===== src/logic/pic_level_pkg.sv =====
////////////////////////////////////////////////////////////
// Interrupt level definitions shared by the controller
// Level vectors, level numbers, the ICW2 vector base and
// conversions between level numbers and one-hot vectors
////////////////////////////////////////////////////////////
package pic_level_pkg;

    localparam int NUM_LEVELS = 8;

    typedef logic [NUM_LEVELS-1:0]         level_vector_t;
    typedef logic [$clog2(NUM_LEVELS)-1:0] level_num_t;
    typedef logic [4:0]                    vector_base_t;

    function automatic level_vector_t level_to_onehot(input level_num_t level);
        level_vector_t onehot;
        onehot        = '0;
        onehot[level] = 1'b1;
        return onehot;
    endfunction

    // Lowest set bit wins
    function automatic level_num_t onehot_to_level(input level_vector_t onehot);
        level_num_t level;
        level = '0;
        for (int i = NUM_LEVELS - 1; i >= 0; i--) begin
            if (onehot[i])
                level = level_num_t'(i);
        end
        return level;
    endfunction

endpackage


===== src/logic/pic_command_pkg.sv =====
////////////////////////////////////////////////////////////
// Command byte layouts and acknowledge encodings
// The OCW2 and OCW3 views share one bus byte, and the
// acknowledge states are shared by sequencer and bus driver
////////////////////////////////////////////////////////////
package pic_command_pkg;

    typedef struct packed {
        logic                      rotate;
        logic                      specific;
        logic                      eoi;
        logic [1:0]                fixed;
        pic_level_pkg::level_num_t level;
    } ocw2_view_t;

    typedef struct packed {
        logic       reserved;
        logic [1:0] special_mask;
        logic [1:0] fixed;
        logic       poll;
        logic [1:0] read_register;
    } ocw3_view_t;

    typedef union packed {
        ocw2_view_t ocw2_view;
        ocw3_view_t ocw3_view;
    } command_word_u;

    typedef enum logic [2:0] {
        READY,
        WAIT_ACK,
        ACK1,
        ACK2,
        POLL
    } ack_state_t;

    // Bit 7 of a poll answer when a level was found
    localparam logic POLL_FLAG = 1'b1;

endpackage


===== src/logic/acknowledge_sequencer.sv =====
////////////////////////////////////////////////////////////
// Acknowledge and poll sequencing
// Follows the host's INTA pulses and poll reads, latches
// the acknowledged level and drives the request, in-service
// and end-of-interrupt control lines
////////////////////////////////////////////////////////////
`timescale 1ns/10ps

module acknowledge_sequencer
    import pic_level_pkg::*;
    import pic_command_pkg::*;
(
    input   logic           clock,
    input   logic           reset,
    input   logic           write_icw1,
    input   logic           interrupt_acknowledge_n,
    input   logic           read,
    input   level_vector_t  interrupt,
    input   level_vector_t  highest_level_in_service,
    input   logic           ocw2_accepted,
    input   logic           poll_command,
    input   logic           nonspecific_eoi,
    input   level_vector_t  specific_eoi,
    input   logic           auto_eoi_config,
    output  ack_state_t     ack_state,
    output  level_vector_t  acknowledged_interrupt,
    output  logic           interrupt_to_cpu,
    output  logic           freeze,
    output  logic           latch_in_service,
    output  level_vector_t  clear_interrupt_request,
    output  level_vector_t  end_of_interrupt
);
    ack_state_t next_ack_state;
    logic       prev_acknowledge_n;
    logic       prev_read;
    logic       acknowledge_fall;
    logic       acknowledge_rise;
    logic       read_fall;
    logic       end_of_ack_sequence;
    logic       end_of_poll;

    always_ff @(posedge clock) begin
        if (reset) begin
            prev_acknowledge_n <= 1'b1;
            prev_read          <= 1'b0;
        end else begin
            prev_acknowledge_n <= interrupt_acknowledge_n;
            prev_read          <= read;
        end
    end

    assign acknowledge_fall =  prev_acknowledge_n & ~interrupt_acknowledge_n;
    assign acknowledge_rise = ~prev_acknowledge_n &  interrupt_acknowledge_n;
    assign read_fall        =  prev_read & ~read;

    always_comb begin
        next_ack_state = ack_state;
        case (ack_state)
            READY: begin
                if (poll_command)
                    next_ack_state = POLL;
                else if ((interrupt != '0) && !ocw2_accepted)
                    next_ack_state = WAIT_ACK;
            end
            WAIT_ACK: begin
                if (poll_command)
                    next_ack_state = POLL;
                else if (acknowledge_fall)
                    next_ack_state = ACK1;
            end
            ACK1: begin
                if (acknowledge_rise)
                    next_ack_state = ACK2;
            end
            ACK2: begin
                if (acknowledge_rise)
                    next_ack_state = READY;
            end
            POLL: begin
                if (read_fall)
                    next_ack_state = READY;
            end
            default: next_ack_state = READY;
        endcase
    end

    always_ff @(posedge clock) begin
        if (reset)
            ack_state <= READY;
        else
            ack_state <= next_ack_state;
    end

    // Leaving WAIT_ACK for ACK1 or POLL
    assign latch_in_service = (ack_state == WAIT_ACK) & (next_ack_state != WAIT_ACK);

    assign end_of_ack_sequence = (ack_state != POLL) & (ack_state != READY)
                               & (next_ack_state == READY);
    assign end_of_poll         = (ack_state == POLL) & (next_ack_state == READY);

    always_ff @(posedge clock) begin
        if (reset)
            acknowledged_interrupt <= '0;
        else if (end_of_ack_sequence || end_of_poll)
            acknowledged_interrupt <= '0;
        else if (latch_in_service)
            acknowledged_interrupt <= interrupt;
    end

    // INT holds through a poll
    always_ff @(posedge clock) begin
        if (reset)
            interrupt_to_cpu <= 1'b0;
        else if (next_ack_state == READY)
            interrupt_to_cpu <= 1'b0;
        else if (next_ack_state != POLL)
            interrupt_to_cpu <= 1'b1;
    end

    always_ff @(posedge clock) begin
        if (reset)
            freeze <= 1'b1;
        else
            freeze <= (next_ack_state != READY) && (next_ack_state != WAIT_ACK);
    end

    always_comb begin
        if (write_icw1)
            clear_interrupt_request = '1;
        else if (latch_in_service)
            clear_interrupt_request = interrupt;
        else
            clear_interrupt_request = '0;
    end

    always_comb begin
        if (auto_eoi_config && end_of_ack_sequence)
            end_of_interrupt = acknowledged_interrupt;
        else if (nonspecific_eoi)
            end_of_interrupt = highest_level_in_service;
        else
            end_of_interrupt = specific_eoi;
    end

endmodule


===== src/logic/command_word_decoder.sv =====
////////////////////////////////////////////////////////////
// Host command decoding for the interrupt controller
// Runs the ICW1/ICW2/ICW4 sequence, holds configuration
// and mask, and turns OCW2/OCW3 writes into EOI and poll
////////////////////////////////////////////////////////////
`timescale 1ns/10ps

module command_word_decoder
    import pic_level_pkg::*;
    import pic_command_pkg::*;
(
    input   logic           clock,
    input   logic           reset,
    input   logic   [7:0]   data_in,
    input   logic           write_icw1,
    input   logic           write_icw2_4,
    input   logic           write_ocw1,
    input   logic           write_ocw2,
    input   logic           write_ocw3,
    output  vector_base_t   vector_base,
    output  logic           level_triggered_config,
    output  logic           auto_eoi_config,
    output  level_vector_t  interrupt_mask,
    output  logic           ocw2_accepted,
    output  logic           poll_command,
    output  logic           nonspecific_eoi,
    output  level_vector_t  specific_eoi
);
    typedef enum logic [1:0] {
        INIT_READY,
        EXPECT_ICW2,
        EXPECT_ICW4
    } init_state_t;

    init_state_t    init_state;
    init_state_t    next_init_state;
    logic           icw4_needed;
    logic           single_config;
    logic           x86_config;
    logic           ocw_enable;
    logic           write_icw2;
    logic           write_icw4;
    logic           ocw1_accepted;
    logic           ocw3_accepted;
    command_word_u  command;

    assign command = data_in;

    always_comb begin
        next_init_state = init_state;
        if (write_icw1) begin
            next_init_state = EXPECT_ICW2;
        end else if (write_icw2_4) begin
            if ((init_state == EXPECT_ICW2) && icw4_needed)
                next_init_state = EXPECT_ICW4;
            else
                next_init_state = INIT_READY;
        end
    end

    always_ff @(posedge clock) begin
        if (reset)
            init_state <= INIT_READY;
        else
            init_state <= next_init_state;
    end

    assign write_icw2 = write_icw2_4 & (init_state == EXPECT_ICW2);
    assign write_icw4 = write_icw2_4 & (init_state == EXPECT_ICW4);

    // Cascade or MCS-80 settings leave the operation words inert
    assign ocw_enable    = (init_state == INIT_READY) & single_config & x86_config;
    assign ocw1_accepted = write_ocw1 & ocw_enable;
    assign ocw2_accepted = write_ocw2 & ocw_enable;
    assign ocw3_accepted = write_ocw3 & ocw_enable;

    always_ff @(posedge clock) begin
        if (reset) begin
            level_triggered_config <= 1'b0;
            single_config          <= 1'b1;
            icw4_needed            <= 1'b0;
            vector_base            <= '0;
            auto_eoi_config        <= 1'b0;
            x86_config             <= 1'b1;
        end else begin
            // ICW1: LTIM, SNGL, IC4
            if (write_icw1) begin
                level_triggered_config <= data_in[3];
                single_config          <= data_in[1];
                icw4_needed            <= data_in[0];
            end
            // ICW2: T7-T3
            if (write_icw2)
                vector_base <= data_in[7:3];
            // ICW4: AEOI, uPM
            if (write_icw4) begin
                auto_eoi_config <= data_in[1];
                x86_config      <= data_in[0];
            end
        end
    end

    always_ff @(posedge clock) begin
        if (reset)
            interrupt_mask <= '1;
        else if (ocw1_accepted)
            interrupt_mask <= data_in;
    end

    assign nonspecific_eoi = ocw2_accepted & command.ocw2_view.eoi
                           & ~command.ocw2_view.specific;

    always_comb begin
        specific_eoi = '0;
        if (ocw2_accepted && command.ocw2_view.eoi && command.ocw2_view.specific)
            specific_eoi = level_to_onehot(command.ocw2_view.level);
    end

    assign poll_command = ocw3_accepted & command.ocw3_view.poll;

endmodule


===== src/logic/pic_control_logic.sv =====
////////////////////////////////////////////////////////////
// Control block of an 8-level interrupt controller
// Single mode, 8086 host; joins the command decoder, the
// acknowledge sequencer and the data bus driver
////////////////////////////////////////////////////////////
`timescale 1ns/10ps

module pic_control_logic
    import pic_level_pkg::*;
    import pic_command_pkg::*;
(
    input   logic           clock,
    input   logic           reset,

    // Host writes and reads
    input   logic   [7:0]   data_in,
    input   logic           write_icw1,
    input   logic           write_icw2_4,
    input   logic           write_ocw1,
    input   logic           write_ocw2,
    input   logic           write_ocw3,
    input   logic           read,
    input   logic           interrupt_acknowledge_n,
    output  logic           interrupt_to_cpu,
    output  logic           data_enable,
    output  logic   [7:0]   data_out,

    // Request and in-service logic
    input   level_vector_t  interrupt,
    input   level_vector_t  highest_level_in_service,
    output  level_vector_t  interrupt_mask,
    output  level_vector_t  end_of_interrupt,
    output  logic           freeze,
    output  logic           latch_in_service,
    output  level_vector_t  clear_interrupt_request,
    output  logic           level_triggered_config
);
    vector_base_t   vector_base;
    logic           auto_eoi_config;
    logic           ocw2_accepted;
    logic           poll_command;
    logic           nonspecific_eoi;
    level_vector_t  specific_eoi;
    ack_state_t     ack_state;
    level_vector_t  acknowledged_interrupt;

    command_word_decoder decoder0 (
        .clock                  (clock),
        .reset                  (reset),
        .data_in                (data_in),
        .write_icw1             (write_icw1),
        .write_icw2_4           (write_icw2_4),
        .write_ocw1             (write_ocw1),
        .write_ocw2             (write_ocw2),
        .write_ocw3             (write_ocw3),
        .vector_base            (vector_base),
        .level_triggered_config (level_triggered_config),
        .auto_eoi_config        (auto_eoi_config),
        .interrupt_mask         (interrupt_mask),
        .ocw2_accepted          (ocw2_accepted),
        .poll_command           (poll_command),
        .nonspecific_eoi        (nonspecific_eoi),
        .specific_eoi           (specific_eoi)
    );

    acknowledge_sequencer sequencer0 (
        .clock                    (clock),
        .reset                    (reset),
        .write_icw1               (write_icw1),
        .interrupt_acknowledge_n  (interrupt_acknowledge_n),
        .read                     (read),
        .interrupt                (interrupt),
        .highest_level_in_service (highest_level_in_service),
        .ocw2_accepted            (ocw2_accepted),
        .poll_command             (poll_command),
        .nonspecific_eoi          (nonspecific_eoi),
        .specific_eoi             (specific_eoi),
        .auto_eoi_config          (auto_eoi_config),
        .ack_state                (ack_state),
        .acknowledged_interrupt   (acknowledged_interrupt),
        .interrupt_to_cpu         (interrupt_to_cpu),
        .freeze                   (freeze),
        .latch_in_service         (latch_in_service),
        .clear_interrupt_request  (clear_interrupt_request),
        .end_of_interrupt         (end_of_interrupt)
    );

    vector_output output0 (
        .ack_state               (ack_state),
        .acknowledged_interrupt  (acknowledged_interrupt),
        .vector_base             (vector_base),
        .interrupt_acknowledge_n (interrupt_acknowledge_n),
        .read                    (read),
        .data_enable             (data_enable),
        .data_out                (data_out)
    );

endmodule


===== src/logic/vector_output.sv =====
////////////////////////////////////////////////////////////
// Data bus driver for acknowledge and poll reads
// Puts the vector on the bus in the second INTA pulse and
// the poll answer while a poll read is active
////////////////////////////////////////////////////////////
`timescale 1ns/10ps

module vector_output
    import pic_level_pkg::*;
    import pic_command_pkg::*;
(
    input   ack_state_t     ack_state,
    input   level_vector_t  acknowledged_interrupt,
    input   vector_base_t   vector_base,
    input   logic           interrupt_acknowledge_n,
    input   logic           read,
    output  logic           data_enable,
    output  logic   [7:0]   data_out
);
    level_num_t acknowledged_level;

    assign acknowledged_level = onehot_to_level(acknowledged_interrupt);

    always_comb begin
        data_enable = 1'b0;
        data_out    = 8'h00;
        if ((ack_state == ACK2) && !interrupt_acknowledge_n) begin
            // 8086 vector is T7-T3 plus the level
            data_enable = 1'b1;
            data_out    = {vector_base, acknowledged_level};
        end else if ((ack_state == POLL) && read) begin
            data_enable = 1'b1;
            if (acknowledged_interrupt != '0)
                data_out = {POLL_FLAG, 4'b0000, acknowledged_level};
        end
    end

endmodule


===== config.mk =====
export PLATFORM = sky130hd
export DESIGN_NAME = pic_control_logic
export DESIGN_NICKNAME = d
export VERILOG_FILES = /design/src/logic/pic_level_pkg.sv /design/src/logic/pic_command_pkg.sv /design/src/logic/acknowledge_sequencer.sv /design/src/logic/command_word_decoder.sv /design/src/logic/pic_control_logic.sv /design/src/logic/vector_output.sv
export SDC_FILE = /design/constraint.sdc
export NUM_CORES = 1
export LEC_CHECK = 0
export BUFFER_PORTS_ARGS = -buffer_cell sky130_fd_sc_hd__buf_2
export CORE_AREA = 2 2 75 77
export DETAILED_ROUTE_END_ITERATION = 12
export DIE_AREA = 0 0 77 79
export PLACE_DENSITY = 0.64
export SETUP_SLACK_MARGIN = 0.1
export SLEW_MARGIN = 10
export SYNTH_ARGS = -nofsm -noshare
export SYNTH_HDL_FRONTEND = slang
export SYNTH_HIERARCHICAL = 1
export SYNTH_SLANG_ARGS = --single-unit

===== constraint.sdc =====
create_clock -name clock -period 3.5 [get_ports clock]
set_input_delay 1.05 -clock clock [delete_from_list [all_inputs] [get_ports clock]]
set_output_delay 1.05 -clock clock [all_outputs]
set_load 0.01 [all_outputs]

After elaboration in Yosys (flattened, before gate mapping)
Index checks and enable logic that the tools add are counted.

storage, ports and cells
  register bits after elaboration = 35
  input bits = 33
  word-level logic and storage cells = 101
  output and inout port bits = 37

cells by class
  $lt $le $gt $ge = 2
  multiplexer cells = 31
  bitwise logic cells = 21
  reductions and logical operators = 23
  equal/unequal tests = 9

operator list
  cell                number
  $mux 8              8
  $mux 3              15
  $and 1x1->1         17
  $reduce_bool 8->1   2
  $pmux 3 s5          1
  $logic_and 1x1->1   9
  $eq 3x2->1 const B  2
  $logic_not 3->1     2
  $ne 3x3->1 const B  2
  $reduce_bool 3->1   2
  $reduce_or 2->1     3
  $mux 1              5
  $lt 3x4->1 const B  1
  $not 1->1           4
  $demux 1 s3         1
  $eq 3x1->1 const B  1
  $eq 3x3->1 const B  1
  $ge 3x1->1 const B  1
  $ne 3x1->1 const B  1
  $eq 2x1->1 const B  1
  $eq 2x2->1 const B  1
  $logic_not 1->1     2
  $logic_not 2->1     1
  $mux 2              1
  2 further kinds     2

Logic depth before layout (Yosys ltp)
  word-level depth = 13
  mapped depth = 8
  mapped depth without buffers = 7

Modules after synthesis
The synthesis kept the hierarchy.

modules (own cells, without submodules)
  module                 sequential area each (µm²)  area each (µm²)  times used  cells an instance
  acknowledge_sequencer  300.3                       1027.2           1           96
  command_word_decoder   400.4                       872.1            1           88
  vector_output          0.0                         161.4            1           24

Worst setup path after synthesis
Ideal clock, no wire load.

  path type = input port to output port
  start point = in write_ocw3
  end point = out end_of_interrupt[0]
  required time = 2450 ps
  data arrival time = 2574 ps
  setup slack = -124 ps
  path buffers = 0
  stages on the path = 6
  cells stage by stage = and3_1 and3b_1 o2111ai_4 o211ai_4 nor3_4 mux2_4

on the way
  cells in the longest elaborated chain, start to end = 8
  elaborated cells between the ends (all ways) = 9
  those cells by class = mux: 4; bitwise: 3; reduce/logical: 2

ends and longest elaborated chain
  what                       RTL line                                                  source
  from (decl)                pic_control_logic.sv:21                                   input logic write_ocw3,
  $and 1x1->1 *              command_word_decoder.sv:75                                assign ocw3_accepted = write_ocw3 & ocw_enable;
  $and 1x1->1 *              command_word_decoder.sv:119                               assign poll_command = ocw3_accepted & command.ocw3_view.poll;
  $mux 3 (on tied branches)  acknowledge_sequencer.sv:66, acknowledge_sequencer.sv:60
  $pmux 3 s5 *               acknowledge_sequencer.sv:58                               case (ack_state)
  $logic_not 3->1 *          acknowledge_sequencer.sv:98                               & (next_ack_state == READY);
  $and 1x1->1 *              acknowledge_sequencer.sv:98
  $logic_and 1x1->1 *        acknowledge_sequencer.sv:137                              if (auto_eoi_config && end_of_ack_sequence)
  $mux 8 *                   acknowledge_sequencer.sv:137
  to (decl)                  pic_control_logic.sv:32                                   output level_vector_t end_of_interrupt,

Mark *: on every way between the ends. The rest lies on a longest branch, timed or not.

Worst setup path in the final report
  start point = in write_ocw3
  end point = out end_of_interrupt[7]

on the way
  cells in the longest elaborated chain, start to end = 8
  elaborated cells between the ends (all ways) = 9
  those cells by class = mux: 4; bitwise: 3; reduce/logical: 2

ends and longest elaborated chain
  what                       RTL line                                                  source
  $and 1x1->1 *              command_word_decoder.sv:75
  $and 1x1->1 *              command_word_decoder.sv:119
  named net poll_command     pic_control_logic.sv:41                                   logic poll_command;
  $mux 3 (on tied branches)  acknowledge_sequencer.sv:66, acknowledge_sequencer.sv:60
  $pmux 3 s5 *               acknowledge_sequencer.sv:58
  $logic_not 3->1 *          acknowledge_sequencer.sv:98
  $and 1x1->1 *              acknowledge_sequencer.sv:98
  $logic_and 1x1->1 *        acknowledge_sequencer.sv:137
  $mux 8 *                   acknowledge_sequencer.sv:137

The timed path passes the listed nets; every way through them passes the cells marked *.

==> results.ini <==
[cts]
cts-root-buf = clkbuf_8
cts_tree = built
htreeDepth = 2
cts-buffers-inserted = 5
cts_buffer_depth = 2
path_clk_slew_ns = 0.06
cts.sink_count = 35
insertion_delay_ns = 0.28

[sta]
tightest_slew_ns = 0.610
finalMaxSlewViolations = 0
setup_ws_ns = -0.160
fin_tns_setup_ns = -1.25
skew_ns = 0.00608
period_minus_slack_ns = 3.66
slew-limit-headroom_pct = 59.4
setup_violations = 8
grt_setup_unrepaired = yes
finalHoldViolations = 0
max_freq_mhz = 273
period_share_pct = 105

[logic_synthesis]
ys_warn_count = 6
dominantRegCellSynth = dfxtp_1
yosysSeqAreaShare_pct = 34.0
syn_area_um2 = 2060
avgSynthCellArea_um2 = 9.91
synth_edf_count = 0
yosys.cell_types.count = 51
ys_ff_latch = 35
syn-instance-count = 208
synth_async_sr_flop_share_pct = 0
syn_nets = 241

[critical_path]
worst_path_max_delay_cell = mux2_4
cp-start-kind = primary input
critPathMostFrequentCell = buf_6
end_kind = primary output
r2r_cells = 8
cp_max_fo = 8
reg2reg_setup_slack_ns = 1.14
r2r_end = sequencer0/acknowledged_interrupt[5]
crit_chain = buf_6 -> and3_4 -> and3b_2 -> o2111ai_4 -> o211ai_4 -> nor3_4 -> buf_12 -> mux2_4 -> buf_6
crit_type = primary input to primary output
crit_arrival_ns = 2.61
rr_startpoint = decoder0/init_state[1]
slowest_delay_ns = 0.31
worstPathRequired_ns = 2.45

[final_layout]
n_antenna_cell = 0
n_fill_cell = 529
layout_commonest_cell = buf_2
fin_util_pct = 53.5
final_layout_size_suffix_gt1_share_pct = 48.3
nets = 334
instances_no_fill = 374
area_growth_pct = 38.6
stdcell_area_um2 = 2860
final_cell_mix = 59 x buf_2, 35 x dfxtp_1, 25 x buf_4

[global_routing]
grt-ovfl-total = 0
track_usage_pct = 18.1
grt_max_degree = 36
grt_pass1_vias = 1821
grt_pass1_wl_mm = 8.81
antenna_found_initial = 0

[place]
place_inst = 365
dp_hpwl_mm = 4.11
io_buffers = 69
dpl-instance-area_um2 = 2640
place_congestion = 0.756

[die]
die_x_um = 77
ioPinCount = 70
start_util_pct = 38.6
rows = 27
die-area_um2 = 6080
die_h_um = 79
core-area_um2 = 5340

[hold_path]
whs_path_depth = 1
hold_path_class = flop to flop
min_to = decoder0/interrupt_mask[4]
hold_path_startpoint = decoder0/interrupt_mask[4]

[pwr]
powerDensity_nw_per_um2 = 357
vdd_ir_drop_max_mv = 0.265
leakage_nw = 1.32
power.total_w = 0.00102

[detailed_routing]
vias_per_cell = 5.13
vias = 1917
dr.pass1.iters = 4
drtIter0Drc = 86
finalWirelength_mm = 5.45
drc = 0
routedWlPerCell_um = 14.6
ant_nets = 0

[run]
cap_violations = 0

[outcome]
violations = setup timing
status = finished, violations left

routing by layer:
layer	vias up	GRT usage [%]	wire length [um]
met3	5	5.11	330
met2	58	30.4	2510
met4	0	3.57	31
met5	-	0	0
met1	903	23.5	2580
li1	951	-	-
stage by stage:
stage	worst slack, ns	hold WS [ns]
CTS	-0.195	0.466
detailed placement	-0.368	0.447
finish	-0.160	0.459
global route	-0.206	0.478
floorplan	-0.0651	0.450
global placement	-0.355	0.441
power by group:
group	leakage, nW	internal (W)	total (W)	switching [W]
registers	0.287	0.000424	0.000448	0.0000242
logic	0.977	0.000124	0.000251	0.000127
clock network	0.0515	0.000180	0.000320	0.000140
total	1.32	0.000727	0.00102	0.000291
Yosys cell counts, types with 3 or more instances:
cell	n	area [um^2]
a211o_1	9	78.8
mux2i_1	17	170
nor2b_1	4	25.0
and2_1	5	31.3
nand3b_1	4	30.0
inv_1	7	26.3
nor2_1	24	90.1
nor3_1	13	65.1
mux2_2	8	90.1
o21ai_0	3	15.0
nor4_1	3	18.8
dfxtp_1	35	701
mux2_4	8	120
and3_1	7	43.8
a21oi_1	3	15.0
clkbuf_1	4	15.0
a21o_1	8	60.1
nand2_1	3	11.3
nand2b_1	3	18.8
critical path, delay by kind of cell:
family	cells	cell delay [ns]
simple gates	3	0.58
buf+inv	3	0.35
compound gates	2	0.32
mux	1	0.31
worst max path at each step:
| stage | start | end | slack [ns] |
|---|---|---|---|
| global route | write_ocw3 | end_of_interrupt[7] | -0.21 |
| global placement | interrupt[7] | end_of_interrupt[5] | -0.35 |
| CTS | data_in[2] | end_of_interrupt[7] | -0.20 |
| floorplan | write_ocw3 | end_of_interrupt[0] | -0.07 |
| finish | write_ocw3 | end_of_interrupt[7] | -0.16 |
| detailed placement | data_in[2] | end_of_interrupt[7] | -0.37 |
cell type report:
cell class	instances	area [um^2]	share of cell area [%]
multi-input combinational	157	1320	46.3
sequential	35	701	24.5
timing repair buffer	95	616	21.6
clock buffer	8	100	3.51
tap	72	90.1	3.16
inverter	7	26.3	0.920
timing repair:
item	CTS	global route
endpoints found under the hold margin	0	0
pin swaps	3	2
buffers inserted	1	0
hold buffers	0	0
gates resized for setup	14	4
endpoints found under the setup margin	10	19
flip-flops by register name, summed over array words and instances, names as in the netlist:
| register | count |
|---|---|
| decoder0/vector_base | 5 |
| sequencer0/interrupt_to_cpu | 1 |
| decoder0/init_state | 2 |
| decoder0/x86_config | 1 |
| decoder0/interrupt_mask | 8 |
| decoder0/single_config | 1 |
| sequencer0/acknowledged_interrupt | 8 |
| sequencer0/freeze | 1 |
| sequencer0/ack_state | 3 |
| sequencer0/prev_read | 1 |
| decoder0/level_triggered_config | 1 |
| decoder0/icw4_needed | 1 |
| sequencer0/prev_acknowledge_n | 1 |
| decoder0/auto_eoi_config | 1 |
kinds of logic after synthesis:
kind of cell           share of synthesized area [%]
and+or+nand+nor                                 28.0
AOI/OAI and AO/OA                               15.8
DFF                                             34.0
muxes                                           18.5
buffers and inverters                           3.70
Power figures use the tool's default switching activity.
